[config.mk]
export PLATFORM = sky130hd
export DESIGN_NAME = reg_file
export DESIGN_NICKNAME = d
export VERILOG_FILES = /design/src/hw/cpu_params.svh /design/src/hw/cpu_pkg.sv /design/src/hw/reg_file.sv
export SDC_FILE = /design/constraint.sdc
export NUM_CORES = 2
export LEC_CHECK = 0
export BUFFER_PORTS_ARGS = -buffer_cell sky130_fd_sc_hd__buf_2
export CORE_AREA = 4 4 257 384
export CTS_BUF_LIST = sky130_fd_sc_hd__clkbuf_4 sky130_fd_sc_hd__clkbuf_8
export DETAILED_ROUTE_END_ITERATION = 10
export DIE_AREA = 0 0 261 388
export HOLD_SLACK_MARGIN = 0.12
export PLACE_DENSITY = 0.71
export SYNTH_ARGS = -nofsm -noshare
export SYNTH_HDL_FRONTEND = slang
export SYNTH_SLANG_ARGS = --single-unit
[constraint.sdc]
create_clock -name clk -period 4.9 [get_ports clk]
set_input_delay 0.49 -clock clk [delete_from_list [all_inputs] [get_ports clk]]
set_output_delay 0.49 -clock clk [all_outputs]
set_load 0.01 [all_outputs]
[src/hw/cpu_params.svh]
`ifndef CPU_PARAMS_SVH
`define CPU_PARAMS_SVH

// instruction memory depth in words.
`define IMEM_WORDS 256
`define IMEM_AW $clog2(`IMEM_WORDS)

// data memory depth in words.
`define DMEM_WORDS 256
`define DMEM_AW $clog2(`DMEM_WORDS)

// stores at or above this byte address go to the output port.
`define IO_BASE 32'h0000_8000

// outputs the receiver can buffer, also the credit count after reset.
`define OUT_CREDITS 2

`endif

[src/hw/cpu_pkg.sv]
package cpu_pkg;

	typedef enum logic [5:0] {
		OP_RTYPE = 6'h00,
		OP_J     = 6'h02,
		OP_BEQ   = 6'h04,
		OP_BNE   = 6'h05,
		OP_ADDIU = 6'h09,
		OP_ORI   = 6'h0d,
		OP_LUI   = 6'h0f,
		OP_LW    = 6'h23,
		OP_SW    = 6'h2b,
		OP_HALT  = 6'h3f  // not a MIPS opcode, ends the program.
	} opcode_e;

	typedef enum logic [5:0] {
		F_ADDU = 6'h21,
		F_SUBU = 6'h23,
		F_AND  = 6'h24,
		F_OR   = 6'h25,
		F_SLT  = 6'h2a
	} funct_e;

	typedef enum logic [2:0] {
		ALU_ADD,
		ALU_SUB,
		ALU_AND,
		ALU_OR,
		ALU_SLT,
		ALU_LUI
	} alu_op_e;

	typedef struct packed {
		opcode_e     op;
		logic [4:0]  rs;
		logic [4:0]  rt;
		logic [4:0]  rd;
		logic [4:0]  shamt;
		funct_e      funct;
	} r_fields_s;

	typedef struct packed {
		opcode_e     op;
		logic [4:0]  rs;
		logic [4:0]  rt;
		logic [15:0] imm16;
	} i_fields_s;

	// one instruction word, seen as register or immediate format.
	typedef union packed {
		r_fields_s r_fields;
		i_fields_s i_fields;
	} instr_u;

	typedef struct packed {
		logic [31:0] pc_plus4;
		instr_u      instr;
		logic        valid;
	} if_id_s;

	typedef struct packed {
		logic        valid;
		logic [31:0] alu_result;
		logic [31:0] store_data;
		logic [4:0]  dest;
		logic        reg_write;
		logic        mem_read;
		logic        mem_write;
		logic        halt;
	} ex_mem_s;

	typedef struct packed {
		logic        we;
		logic [4:0]  addr;
		logic [31:0] data;
	} wb_s;

endpackage

[src/hw/reg_file.sv]
`timescale 1ns/100ps

module reg_file import cpu_pkg::*; (
	input  logic        clk,
	input  logic        arst_n,
	input  logic [4:0]  rs_addr,
	input  logic [4:0]  rt_addr,
	output logic [31:0] rs_data,
	output logic [31:0] rt_data,
	input  wb_s         wb
);

	logic [31:0] regs [32];

	// register 0 is hardwired to zero.
	assign rs_data = (rs_addr == 5'd0) ? 32'd0 : regs[rs_addr];
	assign rt_data = (rt_addr == 5'd0) ? 32'd0 : regs[rt_addr];

	always_ff @(posedge clk or negedge arst_n) begin
		if (!arst_n) begin
			for (int i = 0; i < 32; i++) begin
				regs[i] <= '0;
			end
		end else if (wb.we && wb.addr != 5'd0) begin
			regs[wb.addr] <= wb.data;
		end
	end

endmodule

==> impl_metrics.env <==
export IMPL_fin_skew_ps=0
export IMPL_grt_pass1_vias=39178
export IMPL_nets=3641
export IMPL_fmax_ghz=0.250
export IMPL_post_drt_wl_per_cell_um=36.6
export IMPL_reg2reg_setup_slack_ps=4070
export IMPL_io_pins=114
export IMPL_largest_register_ffs=1024
export IMPL_peakVddDrop_v=0.000328
export IMPL_synth_seq_cells=1024
export IMPL_drc_errors=0
export IMPL_critPathMaxFanout=74
export IMPL_tightest_slew_ps=1260
export IMPL_tritoncts_num_buffers=163
export IMPL_vias=36879
export IMPL_post_cts_setup_buffer_count=0
export IMPL_clk_latency_ps=860
export IMPL_setup_tns_ps=0
export IMPL_grt_ovfl_total=0
export IMPL_synthTopCellsByArea="dfrtp_1 (47%), mux2_2 (20%), mux4_2 (16%), mux4_1 (2.6%), mux2i_1 (2.3%)"
export IMPL_clockRootBuffer="clkbuf_8"
export IMPL_yosysWarnings=0
export IMPL_dp_slack_ps=1090
export IMPL_post_route_min_period_ps=4000
export IMPL_holdWs_ps=231
export IMPL_synth_area_um2=55000
export IMPL_fin_crit_sh=0.816
export IMPL_setup_ws_ps=903
export IMPL_hp_class="in2reg"
export IMPL_cp_start_kind="primary input"
export IMPL_core_um2=95500
export IMPL_cts_reportedPaths_clkPinSlew_ps=70
export IMPL_max_slew_margin=0.155
export IMPL_synth_top_area_frac=0.466
export IMPL_drtPass1Iterations=6
export IMPL_cts_resized=0
export IMPL_synth_cells=3613
export IMPL_syn_nets=3663
export IMPL_placed_cell_area_um2=56200
export IMPL_dp_hpwl_mm=109
export IMPL_cp_end_kind="primary output"
export IMPL_required_ps=4410
export IMPL_async_flop_share=1.00
export IMPL_regMostFlops="regs"
export IMPL_antenna_found_initial=18
export IMPL_n_fill_cell=6960
export IMPL_power_density_nw_per_um2=409
export IMPL_ys_seq_area_frac=0.466
export IMPL_die_area_um2=101000
export IMPL_fin_cells=4996
export IMPL_status="complete, no violations"
export IMPL_grt_max_degree=198
export IMPL_die_y_um=388
export IMPL_rows=139
export IMPL_ctsHoldBuffers=2
export IMPL_maxCapViolCount=0
export IMPL_grt_usage=0.363
export IMPL_synth_cell_types=37
export IMPL_crit_arrival_ps=3510
export IMPL_dpl_cell_count=4693
export IMPL_die_x_um=261
export IMPL_grt_pass1_wl_mm=266
export IMPL_drt_initial_drc_count=4042
export IMPL_top_regs="regs x1024"
export IMPL_place_gp_congestion=0.861
export IMPL_drive_gt1_frac=0.526
export IMPL_clock_sinks=1024
export IMPL_detail_route_antenna_nets=0
export IMPL_slew_viol_final=0
export IMPL_setup_viol=0
export IMPL_start_util=0.576
export IMPL_clk_path_buf_depth=3
export IMPL_htree_levels=4
export IMPL_rsz0062_at_grt="false"
export IMPL_synth_area_leader_cell="dfrtp_1"
export IMPL_ys_flop_type="dfrtp_1"
export IMPL_synth_edf_count=0
export IMPL_stdcell_area_um2=59900
export IMPL_io_buffers=113
export IMPL_syn_avg_cell_area_um2=15.2
export IMPL_finalHoldViolations=0
export IMPL_area_delta_synth_final_pct=8.93
export IMPL_critPathKind="in2out"
export IMPL_viasPerCell=7.38
export IMPL_p_leak_uw=0.0262
export IMPL_wl_mm=183
export IMPL_cts_tree="done"
## worst paths after layout
check,end,from,cells after the start
worst max-delay path,rt_data[12],rt_addr[2],7
worst min-delay path,regs[845]$_DFFE_PN0P_,wb[13],2
worst max register to register,regs[590]$_DFFE_PN0P_,regs[590]$_DFFE_PN0P_,1
worst min register to register,regs[1005]$_DFFE_PN0P_,regs[1005]$_DFFE_PN0P_,0
max in group asynchronous,regs[14]$_DFFE_PN0P_,arst_n,4
min in group asynchronous,regs[890]$_DFFE_PN0P_,arst_n,3
## layer usage
| metal | up-vias | global-route usage | wire, µm |
|---|---|---|---|
| met2 | 2398 | 0.561 | 86300 |
| met5 | - | 0 | 113 |
| met3 | 744 | 0.0976 | 18200 |
| met4 | 14 | 0.218 | 13200 |
| met1 | 19687 | 0.462 | 65000 |
| li1 | 14036 | - | - |
## placed cells by master (no fill, tap or decap), drive strengths merged, types with 67 or more instances in the layout
cell type     n
mux2i       128
clkbuf      264
buf         237
mux4        448
dfrtp      1024
o21ai       113
mux2       1056
nor2b        67
## cell type report
cell class              count  area [µm²]  area share
clock buffers             264        3300      0.0552
clock inverters            28         305     0.00510
diodes                      9        22.5    0.000376
flip-flops and latches   1024       25600       0.428
multi-input cells        2162       27200       0.454
inverters                   2        10.0    0.000167
well taps                1269        1590      0.0265
repair buffers            238        1820      0.0304
## critical path: stages
cell      delay (ps)
buf_8            490
buf_4            600
mux2i_1          160
a221oi_1         290
o21ai_0          160
a311oi_1         880
buf_2            280
## report_power, final
part,internal [µW],switching (µW),total (µW)
Sequential,10100,1240,11300
Combinational,2910,2150,5060
Clock,4570,3520,8090
## synthesized netlist by cell type, drive strengths merged, types with 3 or more instances
cell,instances
o2111ai,15
nor3b,4
a211oi,64
dfrtp,1024
mux2i,128
nor2,24
a22oi,64
a311oi,64
nand2,47
clkbuf,193
nand3b,3
buf,232
nor2b,67
mux2,1056
mux4,448
or2,4
o21ai,113
a221oi,49
## logic make-up (layout without fill, tap and decap cells)
logic type             Yosys count  after routing  share of synthesized area
other                            0              9                          0
AO/OA/AOI/OAI                  369            369                     0.0482
AND/OR/NAND/NOR                161            161                     0.0164
multiplexers                  1632           1632                      0.427
buffers and inverters          427            532                     0.0420
flip-flops                    1024           1024                      0.466
## per-stage QoR
step	power, µW	utilization
3_3_place_gp	16000	0.589
4_1_cts	24500	0.627
3_5_place_dp	16400	0.589
6_report	24500	0.627
2_1_floorplan	14700	-
5_1_grt	25400	0.627
No activity file was read; power rests on OpenSTA's default activity.
