### src/hw/cpu_params.svh
`ifndef CPU_PARAMS_SVH
`define CPU_PARAMS_SVH

// instruction memory depth in words.
`define IMEM_WORDS 256
`define IMEM_AW $clog2(`IMEM_WORDS)

// data memory depth in words.
`define DMEM_WORDS 256
`define DMEM_AW $clog2(`DMEM_WORDS)

// stores at or above this byte address go to the output port.
`define IO_BASE 32'h0000_8000

// outputs the receiver can buffer, also the credit count after reset.
`define OUT_CREDITS 2

`endif

### src/hw/cpu_pkg.sv
package cpu_pkg;

	typedef enum logic [5:0] {
		OP_RTYPE = 6'h00,
		OP_J     = 6'h02,
		OP_BEQ   = 6'h04,
		OP_BNE   = 6'h05,
		OP_ADDIU = 6'h09,
		OP_ORI   = 6'h0d,
		OP_LUI   = 6'h0f,
		OP_LW    = 6'h23,
		OP_SW    = 6'h2b,
		OP_HALT  = 6'h3f  // not a MIPS opcode, ends the program.
	} opcode_e;

	typedef enum logic [5:0] {
		F_ADDU = 6'h21,
		F_SUBU = 6'h23,
		F_AND  = 6'h24,
		F_OR   = 6'h25,
		F_SLT  = 6'h2a
	} funct_e;

	typedef enum logic [2:0] {
		ALU_ADD,
		ALU_SUB,
		ALU_AND,
		ALU_OR,
		ALU_SLT,
		ALU_LUI
	} alu_op_e;

	typedef struct packed {
		opcode_e     op;
		logic [4:0]  rs;
		logic [4:0]  rt;
		logic [4:0]  rd;
		logic [4:0]  shamt;
		funct_e      funct;
	} r_fields_s;

	typedef struct packed {
		opcode_e     op;
		logic [4:0]  rs;
		logic [4:0]  rt;
		logic [15:0] imm16;
	} i_fields_s;

	// one instruction word, seen as register or immediate format.
	typedef union packed {
		r_fields_s r_fields;
		i_fields_s i_fields;
	} instr_u;

	typedef struct packed {
		logic [31:0] pc_plus4;
		instr_u      instr;
		logic        valid;
	} if_id_s;

	typedef struct packed {
		logic        valid;
		logic [31:0] alu_result;
		logic [31:0] store_data;
		logic [4:0]  dest;
		logic        reg_write;
		logic        mem_read;
		logic        mem_write;
		logic        halt;
	} ex_mem_s;

	typedef struct packed {
		logic        we;
		logic [4:0]  addr;
		logic [31:0] data;
	} wb_s;

endpackage

### src/hw/alu.sv
`timescale 1ns/100ps

module alu import cpu_pkg::*; (
	input  alu_op_e     op,
	input  logic [31:0] a,
	input  logic [31:0] b,
	output logic [31:0] result,
	output logic        equal
);

	logic [31:0] diff;
	logic        less;

	assign diff  = a - b;
	assign equal = (a == b);  // drives beq and bne.
	assign less  = $signed(a) < $signed(b);

	always_comb begin
		unique case (op)
			ALU_ADD: result = a + b;  // wraps, no overflow trap.
			ALU_SUB: result = diff;
			ALU_AND: result = a & b;
			ALU_OR:  result = a | b;
			ALU_SLT: result = {31'd0, less};
			ALU_LUI: result = {b[15:0], 16'd0};
			default: result = '0;
		endcase
	end

endmodule

### src/hw/decode_exec_stage.sv
`timescale 1ns/100ps

module decode_exec_stage import cpu_pkg::*; (
	input  logic        clk,
	input  logic        arst_n,
	input  logic        stall,
	input  if_id_s      if_id,
	input  wb_s         wb,
	output logic [4:0]  rs_addr,
	output logic [4:0]  rt_addr,
	input  logic [31:0] rs_data,
	input  logic [31:0] rt_data,
	output logic        branch_taken,
	output logic [31:0] branch_target,
	output ex_mem_s     ex_mem
);

	instr_u      ins;
	alu_op_e     alu_op;
	logic        use_imm, zero_ext, reg_write, dest_rt;
	logic        mem_read, mem_write, is_beq, is_bne, is_j, is_halt;
	logic        live;
	logic        equal;
	logic [31:0] rs_val, rt_val;
	logic [31:0] imm32;
	logic [31:0] alu_b;
	logic [31:0] alu_result;

	assign ins     = if_id.instr;
	assign rs_addr = ins.i_fields.rs;
	assign rt_addr = ins.i_fields.rt;

	// write-back bypass covers the write landing this same cycle.
	assign rs_val = (wb.we && wb.addr != 5'd0 && wb.addr == rs_addr) ? wb.data : rs_data;
	assign rt_val = (wb.we && wb.addr != 5'd0 && wb.addr == rt_addr) ? wb.data : rt_data;

	always_comb begin
		alu_op    = ALU_ADD;
		use_imm   = 1'b0;
		zero_ext  = 1'b0;
		reg_write = 1'b0;
		dest_rt   = 1'b0;
		mem_read  = 1'b0;
		mem_write = 1'b0;
		is_beq    = 1'b0;
		is_bne    = 1'b0;
		is_j      = 1'b0;
		is_halt   = 1'b0;
		case (ins.i_fields.op)
			OP_RTYPE: begin
				reg_write = 1'b1;
				case (ins.r_fields.funct)
					F_ADDU:  alu_op = ALU_ADD;
					F_SUBU:  alu_op = ALU_SUB;
					F_AND:   alu_op = ALU_AND;
					F_OR:    alu_op = ALU_OR;
					F_SLT:   alu_op = ALU_SLT;
					default: reg_write = 1'b0;  // unknown funct acts as a nop.
				endcase
			end
			OP_ADDIU: {use_imm, reg_write, dest_rt} = 3'b111;
			OP_ORI: begin
				alu_op = ALU_OR;
				{use_imm, zero_ext, reg_write, dest_rt} = 4'b1111;
			end
			OP_LUI: begin
				alu_op = ALU_LUI;
				{use_imm, reg_write, dest_rt} = 3'b111;
			end
			OP_LW:   {use_imm, mem_read, reg_write, dest_rt} = 4'b1111;
			OP_SW:   {use_imm, mem_write} = 2'b11;
			OP_BEQ:  is_beq = 1'b1;
			OP_BNE:  is_bne = 1'b1;
			OP_J:    is_j = 1'b1;
			OP_HALT: is_halt = 1'b1;
			default: ;
		endcase
	end

	assign imm32 = zero_ext ? {16'd0, ins.i_fields.imm16}
	                        : {{16{ins.i_fields.imm16[15]}}, ins.i_fields.imm16};
	assign alu_b = use_imm ? imm32 : rt_val;

	alu u_alu (
		.op(alu_op),
		.a(rs_val),
		.b(alu_b),
		.result(alu_result),
		.equal(equal)
	);

	// anything behind a retiring halt is dropped.
	assign live = if_id.valid && !(ex_mem.valid && ex_mem.halt);

	assign branch_taken  = live && (is_j || (is_beq && equal) || (is_bne && !equal));
	assign branch_target = is_j ? {if_id.pc_plus4[31:23], ins.i_fields.rt, ins.i_fields.imm16, 2'b00}
	                            : if_id.pc_plus4 + {imm32[29:0], 2'b00};

	always_ff @(posedge clk or negedge arst_n) begin
		if (!arst_n) begin
			ex_mem.valid <= 1'b0;
		end else if (!stall) begin
			ex_mem.valid      <= live;
			ex_mem.alu_result <= alu_result;
			ex_mem.store_data <= rt_val;
			ex_mem.dest       <= dest_rt ? ins.i_fields.rt : ins.r_fields.rd;
			ex_mem.reg_write  <= reg_write;
			ex_mem.mem_read   <= mem_read;
			ex_mem.mem_write  <= mem_write;
			ex_mem.halt       <= is_halt;
		end
	end

endmodule

### config.mk
export PLATFORM = sky130hd
export DESIGN_NAME = decode_exec_stage
export DESIGN_NICKNAME = d
export VERILOG_FILES = /design/src/hw/cpu_params.svh /design/src/hw/cpu_pkg.sv /design/src/hw/alu.sv /design/src/hw/decode_exec_stage.sv
export SDC_FILE = /design/constraint.sdc
export NUM_CORES = 1
export LEC_CHECK = 0
export ABC_AREA = 1
export BUFFER_PORTS_ARGS = -buffer_cell sky130_fd_sc_hd__buf_2
export CAP_MARGIN = 20
export CORE_MARGIN = 5
export CORE_UTILIZATION = 29
export DETAILED_ROUTE_END_ITERATION = 8
export PLACE_DENSITY = 0.59
export SYNTH_ARGS = -nofsm -noshare
export SYNTH_HDL_FRONTEND = slang
export SYNTH_SLANG_ARGS = --single-unit
### constraint.sdc
create_clock -name clk -period 9.24 [get_ports clk]
set_input_delay 0.924 -clock clk [delete_from_list [all_inputs] [get_ports clk]]
set_output_delay 0.924 -clock clk [all_outputs]
set_load 0.005 [all_outputs]
==> summary by stage <==
Outcome
The flow ran to the end, and the final reports show no timing, DRC or antenna violations.

Placement
After legalization and detailed placement, the total HPWL measured ~48000 µm. The count of port buffers added during placement is roughly 290. At the placement stage, the worst setup path has a slack of 3.25 ns. The congestion estimate from routability-driven global placement came to between 0.9 and 1. Counting tap cells, the placed design contains a total of about 3.0k instances.

In this run the cell area measured after placement is about 0.015 mm².

Timing
The total count of hold-check failures in the final report is 0. The minimum period implied by the final worst setup slack is ~6.0 ns. Setup violations remaining at the end of the flow were counted as 0. Between clock sinks in the finished design, the worst skew comes to 0.0000454 ns.

The final cycle utilization of the critical path is around 65%. The final total negative setup slack is 0 ns. The peak clock frequency supported by timing is roughly 170 MHz. Setup repair after global routing left no endpoint under its margin. The final setup slack of the worst path is about 3.2 ns. At the pin with the least slew margin, the transition time is around 1.1 ns. The final max-slew violation count is 0. In this run the tightest slew margin relative to its limit is between 20% and 30%.

The minimum hold slack is approximately 0.30 ns.

Clocking
Counting along the longest clock path gives a buffer depth of 2. The clock tree from TritonCTS is built. The number of buffers created by CTS is 9.

The H-tree depth is 3. The clock net in this run drives a total of 74 sinks. Buffers inserted to repair hold after CTS numbered 0. After clock tree synthesis, the repair step resized 0 gates. Buffers added to address setup during post-CTS repair amount to 0.

The tree is rooted in a clkbuf_16. Clock-pin slew was measured on the worst setup and hold paths at roughly 0.070 ns. The insertion delay of the later-clocked pin in the worst-skew pair is between 0.3 and 0.4 ns.

Routing
The routed wire length per instance is approximately 19 µm. For this run, the detailed router's first-pass iteration total came to 6. Once detail routing completed, the nets flagged for antenna violations numbered 0. The post-detailed-route DRC marker count is 0.

The first-iteration detailed-routing DRC count is around 1.1k. The detailed router placed 14.9k vias in this run. Dividing the detail-routed via count by the number of cells gives roughly 4.9. Summed over all layers, the routed wires come to ~57000 µm.

Yosys
After synthesis, the share of flip-flops with an asynchronous set or reset is under 10%. Synthesis produced a netlist with a net count of roughly 2.5k. The synthesized design contains 73 enable-type register cells. The most used flip-flop cell after synthesis is edfxtp_1. For this run, the register share of the synthesized area comes to 17.5%. After synthesis the netlist holds a flip-flop and latch count of between 70 and 80. The Yosys step of the flow raised 0 warnings. The post-synthesis instance total is 2228. The post-synthesis instance area is 0.0127 mm². Counting distinct cell types in the post-synthesis netlist gives 40. The mean instance size in the synthesized netlist is 5.69 µm².

Cells and area
The flip-flop count of the largest register, all copies and words added is 74. The non-filler instance count after layout is roughly 3k. From synthesis to final layout, the design area changed by 17.2%. The library cell used most frequently in the layout, excluding fill and tap cells, is nand2_1. The final cell utilization of the core is roughly a third. The net count of the finished layout is around 2.8k.

The fraction of layout instances using a drive strength above 1 is between 10% and 20%. ex_mem holds more flip-flops than any other register. The top cell types in the final layout, fill and taps aside, are 738 x nand2_1, 439 x inv_1, 286 x buf_2. The largest registers in the layout are ex_mem (74).

The post-route cell area is about 0.015 mm².

Floorplanning
The starting utilization of the core area is between 20 and 30%. In this run the vertical extent of the chip is ~220 µm. The die covers around 0.048 mm².

The initialized floorplan defines 76 standard-cell rows. The width of the die is around 220 µm. The core box area is around 0.043 mm². The I/O pin count is about 290.

Global routing
Across every metal layer, demand over resource in global routing totals approximately 23%. The overall overflow remaining after global route is 0. The via count of the first global-routing pass is about 15k. The global-route wire length before repair is about 84000 µm. The largest net degree at the start of global routing is approximately 80. The initial antenna violation count is 11.

Critical path
The critical path is of the in -> out type. In this design, the largest share of critical-path delay is due to simple AND/OR/NAND/NOR gates. The worst stage delay on the critical path is between 0.5 and 0.6 ns. The maximum fanout encountered on the critical timing path is 48. Walking the worst path, the cells encountered are buf_2 -> nand2_1 -> inv_2 -> nand3_1 -> nand3_2 -> nor2_4 -> buf_4 -> inv_1 -> nand2_1 -> nand2_1 -> inv_1 -> ha_1 -> nor2_1 -> inv_1 -> nor2_1 -> nand2_1 -> nor2_1 -> nand2_1 -> nand3_1 -> nand3_1 -> nand2_1 -> inv_1 -> buf_2. The worst setup path is captured at an output port. Together, buffers and inverters on the worst path number 8. The nature of the critical path startpoint is an input port. The critical-path cell with the highest stage delay is nand2_1. The cell repeated most along the worst path is nand2_1.

The arrival time of data at the critical path endpoint is between 5 and 6 ns. The endpoint required time on the critical path is around 8.3 ns.

Power and ir drop
In this run the static leakage power is around 8.6 nW. The peak supply drop is 103 µV. The overall power is 1.73 mW.

The total power per unit cell area is around 120 mW/mm².

Min path
The path type of the worst min-delay path is in -> async.

Run
Across the run, the number of max-cap violations was 0.
where the power goes:
group	internal [mW]	total [mW]	switching, mW
Clock	0.211	0.389	0.177
Combinational	0.297	0.915	0.619
Sequential	0.414	0.424	0.0101
Total	0.922	1.73	0.806
logic make-up (layout without fill, tap and decap cells):
kind of cell	count (synthesis)	in the layout	synth area share, %
AND/OR/NAND/NOR	1189	1189	38.8
buffers and inverters	519	753	16.2
AO/OA/AOI/OAI	278	278	11.7
adder cells (fa/ha/maj)	140	140	14.0
flip-flops	74	74	17.5
XOR/XNOR	27	27	1.86
multiplexers	1	1	0.0888
other	0	5	0
routing by layer:
layer  vias to the layer above  share of wire [%]  GRT usage (%)
met2                       497                 47           39.8
met3                        74                6.8           3.85
met5                         -               0.12              0
met4                        10                2.4           6.45
met1                      6943                 43           29.8
li1                       7408                  -              -
final cells by class:
type | count | area, µm²
Fill cell | 4935 | 28300
Sequential cell | 74 | 2220
Clock inverter | 7 | 77.6
Inverter | 444 | 1670
Tap cell | 585 | 732
Antenna cell | 5 | 12.5
Multi-Input combinational cell | 1635 | 8450
Timing Repair Buffer | 293 | 1500
Clock buffer | 9 | 225
worst reg2reg max path, delay by kind of cell, from the launching register on:
family,cells,cell delay [ns]
compound gates,1,0.28
flops,1,0.39
mux,1,0.21
cell usage after synthesis, types with 4 or more instances:
library cell | n | area (µm²)
inv_1 | 439 | 1650
o22ai_1 | 13 | 81.3
o21bai_1 | 8 | 60.1
or2_2 | 5 | 31.3
nand2_1 | 738 | 2770
o211ai_1 | 16 | 120
nor2_1 | 191 | 717
o21ai_0 | 114 | 571
edfxtp_1 | 73 | 2190
nand3_2 | 4 | 40.0
o21ai_1 | 43 | 215
buf_6 | 5 | 56.3
nand3b_1 | 8 | 60.1
a21oi_1 | 77 | 385
xor2_1 | 18 | 158
buf_2 | 18 | 90.1
nand3_1 | 186 | 931
nand4_1 | 13 | 81.3
nor3_1 | 25 | 125
clkbuf_1 | 39 | 146
buf_4 | 11 | 82.6
inv_2 | 5 | 18.8
xnor2_1 | 9 | 78.8
ha_1 | 137 | 1710
path summary, 6_finish.rpt:
kind	start	to	slack, ns	cells past startpoint
worst max register to register	ex_mem[73]	ex_mem[73]	8.31	2
worst min register to register	ex_mem[73]	ex_mem[73]	0.53	1
worst min-delay path	arst_n	ex_mem[73]	0.30	1
worst max-delay path	if_id[30]	branch_taken	3.25	23
max in group asynchronous	arst_n	ex_mem[73]	8.85	1
min in group clk	ex_mem[73]	ex_mem[73]	0.53	1
No activity file was read; power rests on OpenSTA's default activity.
